[src/servo_pkg.sv]
package servo_pkg;

    //////////////////////////////////////////////////
    // Control-loop widths
    //////////////////////////////////////////////////
    localparam int THRESH_W = 18;          // Beam threshold width
    localparam int DATA_W   = 32;          // Bus data width
    localparam int ADDR_W   = 22;          // Bus address width

    typedef logic [THRESH_W-1:0] thresh_t; // One beam threshold
    typedef logic [DATA_W-1:0]   count_t;  // Trigger count over one period
    typedef logic [31:0]         kp_t;     // Loop gain, whole units for now

    // Every threshold restarts here
    localparam thresh_t START_THRESH = 18'd19000;

    //////////////////////////////////////////////////
    // State encodings
    //////////////////////////////////////////////////
    typedef enum logic [2:0] {
        boot_delay,   // Wait for the trigger to come up
        polling,      // Start a counting period
        waiting,      // Poll until the period is done
        reading,      // Fetch one count per beam
        calculating,  // Nudge thresholds, one beam per cycle
        writing,      // Send new thresholds
        applying,     // Enable each beam's threshold
        updating      // Commit all thresholds at once
    } loop_state_e;

    typedef enum logic [1:0] {
        idle,
        write,        // Upstream write, dropped
        read,         // Load the response word
        ack
    } port_state_e;

endpackage
[src/trig_bus_pkg.sv]
package trig_bus_pkg;

    //////////////////////////////////////////////////
    // Trigger register map
    //////////////////////////////////////////////////
    localparam logic [servo_pkg::ADDR_W-1:0] CMD_ADDR    = 22'h000; // Command and status
    localparam logic [servo_pkg::ADDR_W-1:0] COUNT_BASE  = 22'h100; // Count read, threshold write
    localparam logic [servo_pkg::ADDR_W-1:0] ENABLE_BASE = 22'h200; // Per-beam threshold enable

    // Command and enable codes
    localparam logic [servo_pkg::DATA_W-1:0] CMD_START  = 32'd1; // Begin a counting period
    localparam logic [servo_pkg::DATA_W-1:0] CMD_UPDATE = 32'd2; // Apply all thresholds
    localparam logic [servo_pkg::DATA_W-1:0] ENABLE_ON  = 32'd1;

    // A trigger reply is a status word on a poll and a count on a beam read
    typedef union packed {
        struct packed {
            logic [30:0] reserved;    // Not defined by the trigger
            logic        done;        // Counting period finished
        } status;
        servo_pkg::count_t count;     // Full count of one beam
    } trig_word_u;

    // Upstream address decode
    localparam int REG_SEL_COUNT_BIT  = 8;  // Return a beam count
    localparam int REG_SEL_THRESH_BIT = 9;  // Return a beam threshold

endpackage

[src/threshold_servo_top.sv]
module threshold_servo_top #(
    parameter int NBEAMS            = 2,
    parameter int STARTING_TARGET   = 100,
    parameter int STARTING_KP       = 1,
    parameter int COUNT_MARGIN      = 10,
    parameter int BOOT_DELAY_CLOCKS = 31
) (
    input  logic                          wb_clk_i,
    input  logic                          reset_i,
    // Upstream slave
    input  logic                          wb_cyc_i,
    input  logic                          wb_stb_i,
    input  logic                          wb_we_i,
    input  logic [servo_pkg::ADDR_W-1:0]  wb_adr_i,
    input  logic [servo_pkg::DATA_W-1:0]  wb_dat_i,
    output logic                          wb_ack_o,
    output logic [servo_pkg::DATA_W-1:0]  wb_dat_o,
    // Trigger master
    output logic                          trig_cyc_o,
    output logic                          trig_stb_o,
    output logic                          trig_we_o,
    output logic [servo_pkg::ADDR_W-1:0]  trig_adr_o,
    output logic [servo_pkg::DATA_W-1:0]  trig_dat_o,
    input  logic                          trig_ack_i,
    input  logic [servo_pkg::DATA_W-1:0]  trig_dat_i
);

    import servo_pkg::*;
    import trig_bus_pkg::*;

    localparam int IDX_W = $clog2(NBEAMS + 1);

    logic                       boot_start, boot_done;
    logic                       beam_clear, beam_step, last_beam;
    logic [IDX_W-1:0]           beam_idx;
    logic                       issue, req_we, req_sel, bus_done;
    logic [ADDR_W-1:0]          req_adr;
    logic [DATA_W-1:0]          req_dat;
    logic [DATA_W-1:0]          bus_dat;    // Data actually sent
    trig_word_u                 rdata;
    logic                       capture, calc, commit;
    thresh_t                    new_thresh;
    count_t  [NBEAMS-1:0]       counts;
    thresh_t [NBEAMS-1:0]       thresholds;

    // Threshold writes carry the bank value, everything else a constant
    assign bus_dat = req_sel ? DATA_W'(new_thresh) : req_dat;

    loop_timer #(.NBEAMS(NBEAMS), .BOOT_DELAY_CLOCKS(BOOT_DELAY_CLOCKS)) loop_timer_i (
        .wb_clk_i(wb_clk_i), .reset_i(reset_i),
        .boot_start_i(boot_start), .boot_done_o(boot_done),
        .beam_clear_i(beam_clear), .beam_step_i(beam_step),
        .beam_idx_o(beam_idx), .last_beam_o(last_beam));

    servo_fsm #(.NBEAMS(NBEAMS)) servo_fsm_i (
        .wb_clk_i(wb_clk_i), .reset_i(reset_i),
        .boot_done_i(boot_done), .last_beam_i(last_beam), .beam_idx_i(beam_idx),
        .bus_done_i(bus_done), .status_i(rdata), .boot_start_o(boot_start),
        .issue_o(issue), .req_adr_o(req_adr), .req_we_o(req_we),
        .req_dat_o(req_dat), .req_sel_o(req_sel),
        .beam_clear_o(beam_clear), .beam_step_o(beam_step),
        .capture_o(capture), .calc_o(calc), .commit_o(commit));

    trigger_bus_master trigger_bus_master_i (
        .wb_clk_i(wb_clk_i), .reset_i(reset_i),
        .issue_i(issue), .adr_i(req_adr), .we_i(req_we), .dat_i(bus_dat),
        .done_o(bus_done), .rdata_o(rdata),
        .trig_cyc_o(trig_cyc_o), .trig_stb_o(trig_stb_o), .trig_we_o(trig_we_o),
        .trig_adr_o(trig_adr_o), .trig_dat_o(trig_dat_o),
        .trig_ack_i(trig_ack_i), .trig_dat_i(trig_dat_i));

    threshold_bank #(
        .NBEAMS(NBEAMS), .STARTING_TARGET(STARTING_TARGET),
        .STARTING_KP(STARTING_KP), .COUNT_MARGIN(COUNT_MARGIN)
    ) threshold_bank_i (
        .wb_clk_i(wb_clk_i), .reset_i(reset_i), .beam_idx_i(beam_idx),
        .capture_i(capture), .rdata_i(rdata), .calc_i(calc), .commit_i(commit),
        .new_thresh_o(new_thresh), .counts_o(counts), .thresholds_o(thresholds));

    reg_read_port #(.NBEAMS(NBEAMS), .STARTING_KP(STARTING_KP)) reg_read_port_i (
        .wb_clk_i(wb_clk_i), .reset_i(reset_i),
        .wb_cyc_i(wb_cyc_i), .wb_stb_i(wb_stb_i), .wb_we_i(wb_we_i),
        .wb_adr_i(wb_adr_i), .wb_dat_i(wb_dat_i),
        .wb_ack_o(wb_ack_o), .wb_dat_o(wb_dat_o),
        .counts_i(counts), .thresholds_i(thresholds));

endmodule

[src/reg_read_port.sv]
module reg_read_port #(
    parameter int NBEAMS      = 2,
    parameter int STARTING_KP = 1
) (
    input  logic                                  wb_clk_i,
    input  logic                                  reset_i,
    input  logic                                  wb_cyc_i,
    input  logic                                  wb_stb_i,
    input  logic                                  wb_we_i,
    input  logic [servo_pkg::ADDR_W-1:0]          wb_adr_i,
    input  logic [servo_pkg::DATA_W-1:0]          wb_dat_i,   // Accepted, never stored
    output logic                                  wb_ack_o,
    output logic [servo_pkg::DATA_W-1:0]          wb_dat_o,
    input  servo_pkg::count_t  [NBEAMS-1:0]       counts_i,
    input  servo_pkg::thresh_t [NBEAMS-1:0]       thresholds_i
);

    import servo_pkg::*;
    import trig_bus_pkg::*;

    localparam kp_t KP = kp_t'(STARTING_KP);

    port_state_e state_q;
    logic [7:0]  sel_idx;   // Beam picked by the low address byte

    assign sel_idx  = wb_adr_i[7:0];
    assign wb_ack_o = (state_q == ack);   // Two cycles after the request

    //////////////////////////////////////////////////
    // Upstream slave
    //////////////////////////////////////////////////
    always_ff @(posedge wb_clk_i) begin
        if (reset_i) begin
            state_q <= idle;
        end else begin
            case (state_q)
                idle:    if (wb_cyc_i && wb_stb_i) state_q <= wb_we_i ? write : read;
                write:   state_q <= ack;    // Writes have no effect
                read:    state_q <= ack;
                default: state_q <= idle;
            endcase
        end
    end

    // Response word, valid in the ack cycle
    always_ff @(posedge wb_clk_i) begin
        if (state_q == read) begin
            if (wb_adr_i[REG_SEL_COUNT_BIT])
                wb_dat_o <= counts_i[sel_idx];
            else if (wb_adr_i[REG_SEL_THRESH_BIT])
                wb_dat_o <= DATA_W'(thresholds_i[sel_idx]);
            else
                wb_dat_o <= KP;
        end else if (state_q == write) begin
            wb_dat_o <= wb_dat_i;   // Echo only, nothing is stored
        end
    end

endmodule

[src/threshold_bank.sv]
module threshold_bank #(
    parameter int NBEAMS          = 2,
    parameter int STARTING_TARGET = 100,
    parameter int STARTING_KP     = 1,
    parameter int COUNT_MARGIN    = 10
) (
    input  logic                                  wb_clk_i,
    input  logic                                  reset_i,
    input  logic [$clog2(NBEAMS+1)-1:0]           beam_idx_i,
    input  logic                                  capture_i,  // Store count of current beam
    input  trig_bus_pkg::trig_word_u              rdata_i,
    input  logic                                  calc_i,     // Recalculate current beam
    input  logic                                  commit_i,   // Apply all new thresholds
    output servo_pkg::thresh_t                    new_thresh_o,
    output servo_pkg::count_t  [NBEAMS-1:0]       counts_o,
    output servo_pkg::thresh_t [NBEAMS-1:0]       thresholds_o
);

    import servo_pkg::*;

    // Band around the target rate
    localparam count_t UPPER = count_t'(STARTING_TARGET + COUNT_MARGIN);
    localparam count_t LOWER = count_t'(STARTING_TARGET - COUNT_MARGIN);
    localparam kp_t    KP    = kp_t'(STARTING_KP);

    thresh_t [NBEAMS-1:0] recalc_q;   // Pending thresholds
    count_t               cur_count;
    thresh_t              cur_thresh;

    assign cur_count    = counts_o[beam_idx_i];
    assign cur_thresh   = thresholds_o[beam_idx_i];
    assign new_thresh_o = recalc_q[beam_idx_i];    // Data for the threshold write

    always_ff @(posedge wb_clk_i) begin
        if (capture_i)
            counts_o[beam_idx_i] <= rdata_i.count;
        if (calc_i) begin
            if (cur_count > UPPER)
                recalc_q[beam_idx_i] <= thresh_t'(cur_thresh + KP);  // Too many, raise
            else if (cur_count < LOWER)
                recalc_q[beam_idx_i] <= thresh_t'(cur_thresh - KP);  // Too few, lower
            else
                recalc_q[beam_idx_i] <= cur_thresh;                  // In band
        end
    end

    // Live thresholds change only on the update command
    always_ff @(posedge wb_clk_i) begin
        if (reset_i)
            thresholds_o <= {NBEAMS{START_THRESH}};
        else if (commit_i)
            thresholds_o <= recalc_q;
    end

endmodule

[src/trigger_bus_master.sv]
module trigger_bus_master (
    input  logic                          wb_clk_i,
    input  logic                          reset_i,
    input  logic                          issue_i,   // New request, ignored while busy
    input  logic [servo_pkg::ADDR_W-1:0]  adr_i,
    input  logic                          we_i,
    input  logic [servo_pkg::DATA_W-1:0]  dat_i,
    output logic                          done_o,    // One cycle after the ack
    output trig_bus_pkg::trig_word_u      rdata_o,
    output logic                          trig_cyc_o,
    output logic                          trig_stb_o,
    output logic                          trig_we_o,
    output logic [servo_pkg::ADDR_W-1:0]  trig_adr_o,
    output logic [servo_pkg::DATA_W-1:0]  trig_dat_o,
    input  logic                          trig_ack_i,
    input  logic [servo_pkg::DATA_W-1:0]  trig_dat_i
);

    logic req_q;    // Request on the bus
    logic accept;   // Take a new request this cycle
    logic finish;   // Slave acked the held request

    assign accept = issue_i && !req_q;
    assign finish = req_q && trig_ack_i;

    // Control
    always_ff @(posedge wb_clk_i) begin
        if (reset_i) begin
            req_q  <= 1'b0;
            done_o <= 1'b0;
        end else begin
            done_o <= finish;
            if (accept)
                req_q <= 1'b1;
            else if (finish)
                req_q <= 1'b0;           // Drop on the edge after ack
        end
    end

    // Request payload and reply, held stable through back-pressure
    always_ff @(posedge wb_clk_i) begin
        if (accept) begin
            trig_adr_o <= adr_i;
            trig_we_o  <= we_i;
            trig_dat_o <= dat_i;
        end
        if (finish)
            rdata_o <= trig_dat_i;       // Valid while done_o is high
    end

    assign trig_cyc_o = req_q;
    assign trig_stb_o = req_q;  // Single transfer per cycle

endmodule

[src/servo_fsm.sv]
module servo_fsm #(
    parameter int NBEAMS = 2
) (
    input  logic                            wb_clk_i,
    input  logic                            reset_i,
    input  logic                            boot_done_i,
    input  logic                            last_beam_i,
    input  logic [$clog2(NBEAMS+1)-1:0]     beam_idx_i,
    input  logic                            bus_done_i,  // Trigger operation finished
    input  trig_bus_pkg::trig_word_u        status_i,    // Reply of that operation
    output logic                            boot_start_o,
    output logic                            issue_o,     // Launch one bus operation
    output logic [servo_pkg::ADDR_W-1:0]    req_adr_o,
    output logic                            req_we_o,
    output logic [servo_pkg::DATA_W-1:0]    req_dat_o,   // Command constant
    output logic                            req_sel_o,   // Send threshold instead
    output logic                            beam_clear_o,
    output logic                            beam_step_o,
    output logic                            capture_o,
    output logic                            calc_o,
    output logic                            commit_o
);

    import servo_pkg::*;
    import trig_bus_pkg::*;

    loop_state_e state_q;
    logic        busy_q;    // Operation in flight, wait for done
    logic        per_beam;  // State walks the beams over the bus
    logic        bus_state; // State needs a bus operation now

    always_comb begin
        per_beam  = state_q inside {reading, writing, applying};
        bus_state = (state_q inside {polling, waiting, updating}) || (per_beam && !last_beam_i);
    end

    assign issue_o      = bus_state && !busy_q;    // One issue per step
    assign boot_start_o = (state_q == boot_delay);

    // Request decode, held by the master once issued
    always_comb begin
        req_adr_o = CMD_ADDR;
        req_we_o  = 1'b1;
        req_dat_o = CMD_START;
        req_sel_o = 1'b0;
        case (state_q)
            waiting:  req_we_o = 1'b0;                 // Status poll
            reading: begin
                req_adr_o = COUNT_BASE + beam_idx_i;
                req_we_o  = 1'b0;
            end
            writing: begin
                req_adr_o = COUNT_BASE + beam_idx_i;
                req_sel_o = 1'b1;                      // New threshold as data
            end
            applying: begin
                req_adr_o = ENABLE_BASE + beam_idx_i;
                req_dat_o = ENABLE_ON;
            end
            updating: req_dat_o = CMD_UPDATE;
            default:  ;
        endcase
    end

    // Strobes into the timer and the threshold bank
    assign capture_o    = (state_q == reading) && bus_done_i;
    assign calc_o       = (state_q == calculating) && !last_beam_i;
    assign commit_o     = (state_q == updating) && bus_done_i;
    assign beam_step_o  = (per_beam && bus_done_i) || calc_o;
    assign beam_clear_o = ((state_q == waiting) && bus_done_i && status_i.status.done)
                        || ((per_beam || state_q == calculating) && last_beam_i);

    //////////////////////////////////////////////////
    // Loop sequencing
    //////////////////////////////////////////////////
    always_ff @(posedge wb_clk_i) begin
        if (reset_i) begin
            state_q <= boot_delay;
            busy_q  <= 1'b0;
        end else begin
            if (issue_o)
                busy_q <= 1'b1;
            else if (bus_done_i)
                busy_q <= 1'b0;
            case (state_q)
                boot_delay:  if (boot_done_i) state_q <= polling;
                polling:     if (bus_done_i) state_q <= waiting;
                waiting:     if (bus_done_i && status_i.status.done) state_q <= reading;
                reading:     if (last_beam_i) state_q <= calculating;
                calculating: if (last_beam_i) state_q <= writing;
                writing:     if (last_beam_i) state_q <= applying;
                applying:    if (last_beam_i) state_q <= updating;
                updating:    if (bus_done_i) state_q <= polling; // Next period
                default:     state_q <= boot_delay;
            endcase
        end
    end

endmodule

[src/loop_timer.sv]
module loop_timer #(
    parameter int NBEAMS            = 2,
    parameter int BOOT_DELAY_CLOCKS = 31
) (
    input  logic                          wb_clk_i,
    input  logic                          reset_i,
    input  logic                          boot_start_i, // Count down while high
    output logic                          boot_done_o,
    input  logic                          beam_clear_i,
    input  logic                          beam_step_i,
    output logic [$clog2(NBEAMS+1)-1:0]   beam_idx_o,
    output logic                          last_beam_o   // Index ran past the last beam
);

    localparam int IDX_W  = $clog2(NBEAMS + 1);           // Room for NBEAMS itself
    localparam int BOOT_W = $clog2(BOOT_DELAY_CLOCKS + 1);

    logic [BOOT_W-1:0] boot_cnt_q;

    always_ff @(posedge wb_clk_i) begin
        if (reset_i) begin
            boot_cnt_q <= BOOT_W'(BOOT_DELAY_CLOCKS); // Reload on every reset
            beam_idx_o <= '0;
        end else begin
            if (boot_start_i && boot_cnt_q != '0)
                boot_cnt_q <= boot_cnt_q - 1'b1;
            // Clear wins over step
            if (beam_clear_i)
                beam_idx_o <= '0;
            else if (beam_step_i)
                beam_idx_o <= beam_idx_o + 1'b1;
        end
    end

    assign boot_done_o = (boot_cnt_q == '0);
    assign last_beam_o = (beam_idx_o == IDX_W'(NBEAMS));

endmodule

[config.mk]
export PLATFORM = sky130hd
export DESIGN_NAME = threshold_servo_top
export DESIGN_NICKNAME = d
export VERILOG_FILES = /design/src/servo_pkg.sv /design/src/trig_bus_pkg.sv /design/src/threshold_servo_top.sv /design/src/reg_read_port.sv /design/src/threshold_bank.sv /design/src/trigger_bus_master.sv /design/src/servo_fsm.sv /design/src/loop_timer.sv
export SDC_FILE = /design/constraint.sdc
export NUM_CORES = 1
export LEC_CHECK = 0
export ABC_AREA = 1
export BUFFER_PORTS_ARGS = -buffer_cell sky130_fd_sc_hd__buf_4
export CAP_MARGIN = 20
export CORE_MARGIN = 1.5
export CORE_UTILIZATION = 40
export DETAILED_ROUTE_END_ITERATION = 12
export PLACE_DENSITY = 0.63
export SLEW_MARGIN = 20
export SYNTH_ARGS = -nofsm -noshare
export SYNTH_HDL_FRONTEND = slang
export SYNTH_HIERARCHICAL = 1
export SYNTH_SLANG_ARGS = --single-unit
export TNS_END_PERCENT = 30
[constraint.sdc]
create_clock -name wb_clk_i -period 4.1 [get_ports wb_clk_i]
set_input_delay 0 -clock wb_clk_i [delete_from_list [all_inputs] [get_ports wb_clk_i]]
set_output_delay 0 -clock wb_clk_i [all_outputs]
set_load 0.005 [all_outputs]
==> run metrics <==
status=complete, no violations; IO Port Bufs=162; Placed Area=15600 um2; CORE AREA=35600 um2; ys flop type=edfxtp_1; Cell Pwr Density=437 nW/um2; DP HPWL=around 24 mm; register area share after synthesis=0.527; Final Skew=0.0127 ns; Via density=4.80; DR pass1 iterations=6; WL/cell=14.7 um; worst reg2reg endpoint=reg_read_port_i/wb_dat_o[0]$_DFFE_PN_; worst r2r src=reg_read_port_i/state_q[0]$_SDFFE_PP0P_; maximum VDD drop=0.000375 V; worst path required time=~4.4 ns; max-slew violations=0; synthesized flop and latch total=270; f_max=roughly 340 MHz; RSZ-0062 raised after global routing=false; Post-Syn Instances=1685; synth top area cells=edfxtp_1, nand2_1, dfxtp_1, nand3_1, nor2_1; area of the multi-input gates=5510 um2; DR iter-0 viols=991; DR DRC count=0; htree depth=1; Final Core Density=0.485; RD Place Congestion=roughly 0.89; Worst setup EP type=flip-flop; Post-CTS Setup Inserts=0; number of cells after detailed placement=~2300; Setup WS post-layout=approximately 1.1 ns; top-count cell post-synth=nand2_1; I/O Pins=182; initial antenna violation count=0; vias post-DR=11400; non-filler cells, final=2379; CTS Buffer Depth=3; Congestion Overflow GR=0; clk root buf=clkbuf_16; final hold vios=0; Worst slew margin=0.305; Worst-Margin Slew=1.04 ns; routed wire length=roughly 35 mm; Hold WC Path Type=in2reg; asr flop ratio synth=0; Total GRT Usage=0.189; max-cap viol count=0; clk sinks=270; pre-CTS setup slack=1.09 ns; Distinct cells, synth=43; Worst Path Max Fanout=32; CTS clock-pin slew for the worst setup and hold paths=0.06 ns; latest clock arrival within the worst-skew pair=0.56 ns; post-route cell area=17200 um2; crit path kind=reg2reg; period utilization=0.725; Tmin final=2.97 ns; setup TNS=0 ns; post-route ant nets=0; # fillers=3279; Startpoint Class=flip-flop; CP Capture Point=reg_read_port_i/wb_dat_o[0]$_DFFE_PN_; hold_sp=wb_adr_i[8]; Die Y-Extent=193 um; FF/Latch Area=7600 um2; Synth area leader=edfxtp_1; Num CTS Buffers=29; CP startpoint=reg_read_port_i/state_q[0]$_SDFFE_PP0P_; number of global-route vias before repair=approximately 11000; fraction of layout cells with a size suffix above 1=0.186; first-pass GRT wire length=between 50 and 60 mm; Leakage=about 7.5 nW; Rows=69; post-synthesis cell area=14400 um2; Post-synth EDFFs=219; Synth Warn #=6; Synth top area share=0.456; top cells by count, synth=nand2_1, edfxtp_1, nor2_1; Die W=193 um; CTS tree=done; Final setup viols=0; synth-to-layout area growth=19.5%; largest net degree at the start of global routing=84; reg-to-reg slack, setup=1.13 ns; diode count=0; die area=about 37000 um2; CP arrival=3.27 ns; nets=1995; Initial Utilization=0.405; Avg Inst Size Synth=8.56 um2; Worst R2R Path Depth=7
-- kinds of logic (layout without fill, tap and decap cells) --
group,after synthesis,in the layout,share of synthesized area
buffers and inverters,269,455,0.104
and+or+nand+nor,1030,1030,0.314
xor gates and xnor gates,16,16,0.00972
AOI/OAI and AO/OA,91,91,0.0383
DFF,270,270,0.527
adders and majority gates,8,8,0.00694
other,1,48,0.000260
-- per-stage QoR --
step                hold WS (ns)  total power, mW
global placement           0.179             5.05
floorplan                 0.0691             4.36
finish                    0.0403             7.54
detailed placement         0.180             5.08
global route              0.0497             7.91
CTS                       0.0120             7.63
-- per-layer routing --
| metal | vias to the layer above | GRT usage | part of all wire | routed length (um) |
|---|---|---|---|---|
| met1 | 5305 | 0.243 | 0.43 | 15000 |
| met3 | 65 | 0.0202 | 0.057 | 1990 |
| met2 | 331 | 0.329 | 0.49 | 17000 |
| met5 | - | 0 | 0 | 0 |
| li1 | 5724 | - | - | - |
| met4 | 0 | 0.0647 | 0.030 | 1070 |
-- power breakdown --
| group | leakage (nW) | internal [mW] | switching [mW] |
|---|---|---|---|
| sequential | 2.37 | 3.53 | 0.159 |
| combinational | 4.73 | 0.688 | 0.708 |
| clock | 0.441 | 1.39 | 1.07 |
-- cell type report --
type | instances | share of cell area
clock inverters | 19 | 0.00813
multi-input cells | 1193 | 0.320
inverters | 149 | 0.0332
repair buffers | 252 | 0.120
flip-flops and latches | 270 | 0.441
well taps | 461 | 0.0335
clock buffers | 35 | 0.0440
-- how the worst min path moves through the flow --
stage | end | slack, ns | cells after the start
floorplan | reg_read_port_i/state_q[0]$_SDFFE_PP0P_ | 0.07 | 1
CTS | reg_read_port_i/wb_dat_o[17]$_DFFE_PN_ | 0.01 | 5
finish | reg_read_port_i/wb_dat_o[17]$_DFFE_PN_ | 0.04 | 5
detailed placement | trigger_bus_master_i/rdata_o[13]$_DFFE_PP_ | 0.18 | 1
global placement | trigger_bus_master_i/rdata_o[22]$_DFFE_PP_ | 0.18 | 1
global route | reg_read_port_i/wb_dat_o[17]$_DFFE_PN_ | 0.05 | 5
-- placed cells by master (no fill, tap or decap), drive strengths merged, types with 8 or more instances in the layout --
cell,netlist,final
nor2,217,217
a21oi,23,23
nor3,11,11
inv,147,148
xor2,13,13
o31ai,14,14
clkinv,2,17
ha,8,8
conb,1,48
dfxtp,51,51
nand3b,10,10
edfxtp,219,219
nand2,610,610
or2,18,18
o21ai,51,51
buf,100,179
nand3,158,158
clkbuf,20,35
dlygate4sd3,0,73
-- critical path, cell delays in order (launching register included) --
cell and delay, ns:
dfxtp_1 0.34, inv_1 0.09, ha_1 0.16, buf_4 0.25
clkinv_1 0.86, nand2_1 0.33, nand2_1 0.09, dlygate4sd3_1 0.57
-- registers in the layout, summed over array words and instances, names as in the netlist --
| name | cells |
|---|---|
| threshold_bank_i/thresholds_o | 36 |
| trigger_bus_master_i/rdata_o | 32 |
| trigger_bus_master_i/done_o | 1 |
| trigger_bus_master_i/trig_cyc_o | 1 |
| loop_timer_i/beam_idx_o | 2 |
| servo_fsm_i/state_q | 3 |
| threshold_bank_i/counts_o | 64 |
| trigger_bus_master_i/trig_adr_o | 22 |
| loop_timer_i/boot_cnt_q | 5 |
| reg_read_port_i/wb_dat_o | 32 |
| trigger_bus_master_i/trig_we_o | 1 |
| trigger_bus_master_i/trig_dat_o | 32 |
| threshold_bank_i/recalc_q | 36 |
| reg_read_port_i/state_q | 2 |
| servo_fsm_i/busy_q | 1 |
-- repair_timing --
item                      CTS  global route
hold buffers               73             0
resized for setup           0             0
hold endpoints to repair   81             0
No activity file was read; power rests on OpenSTA's default activity.
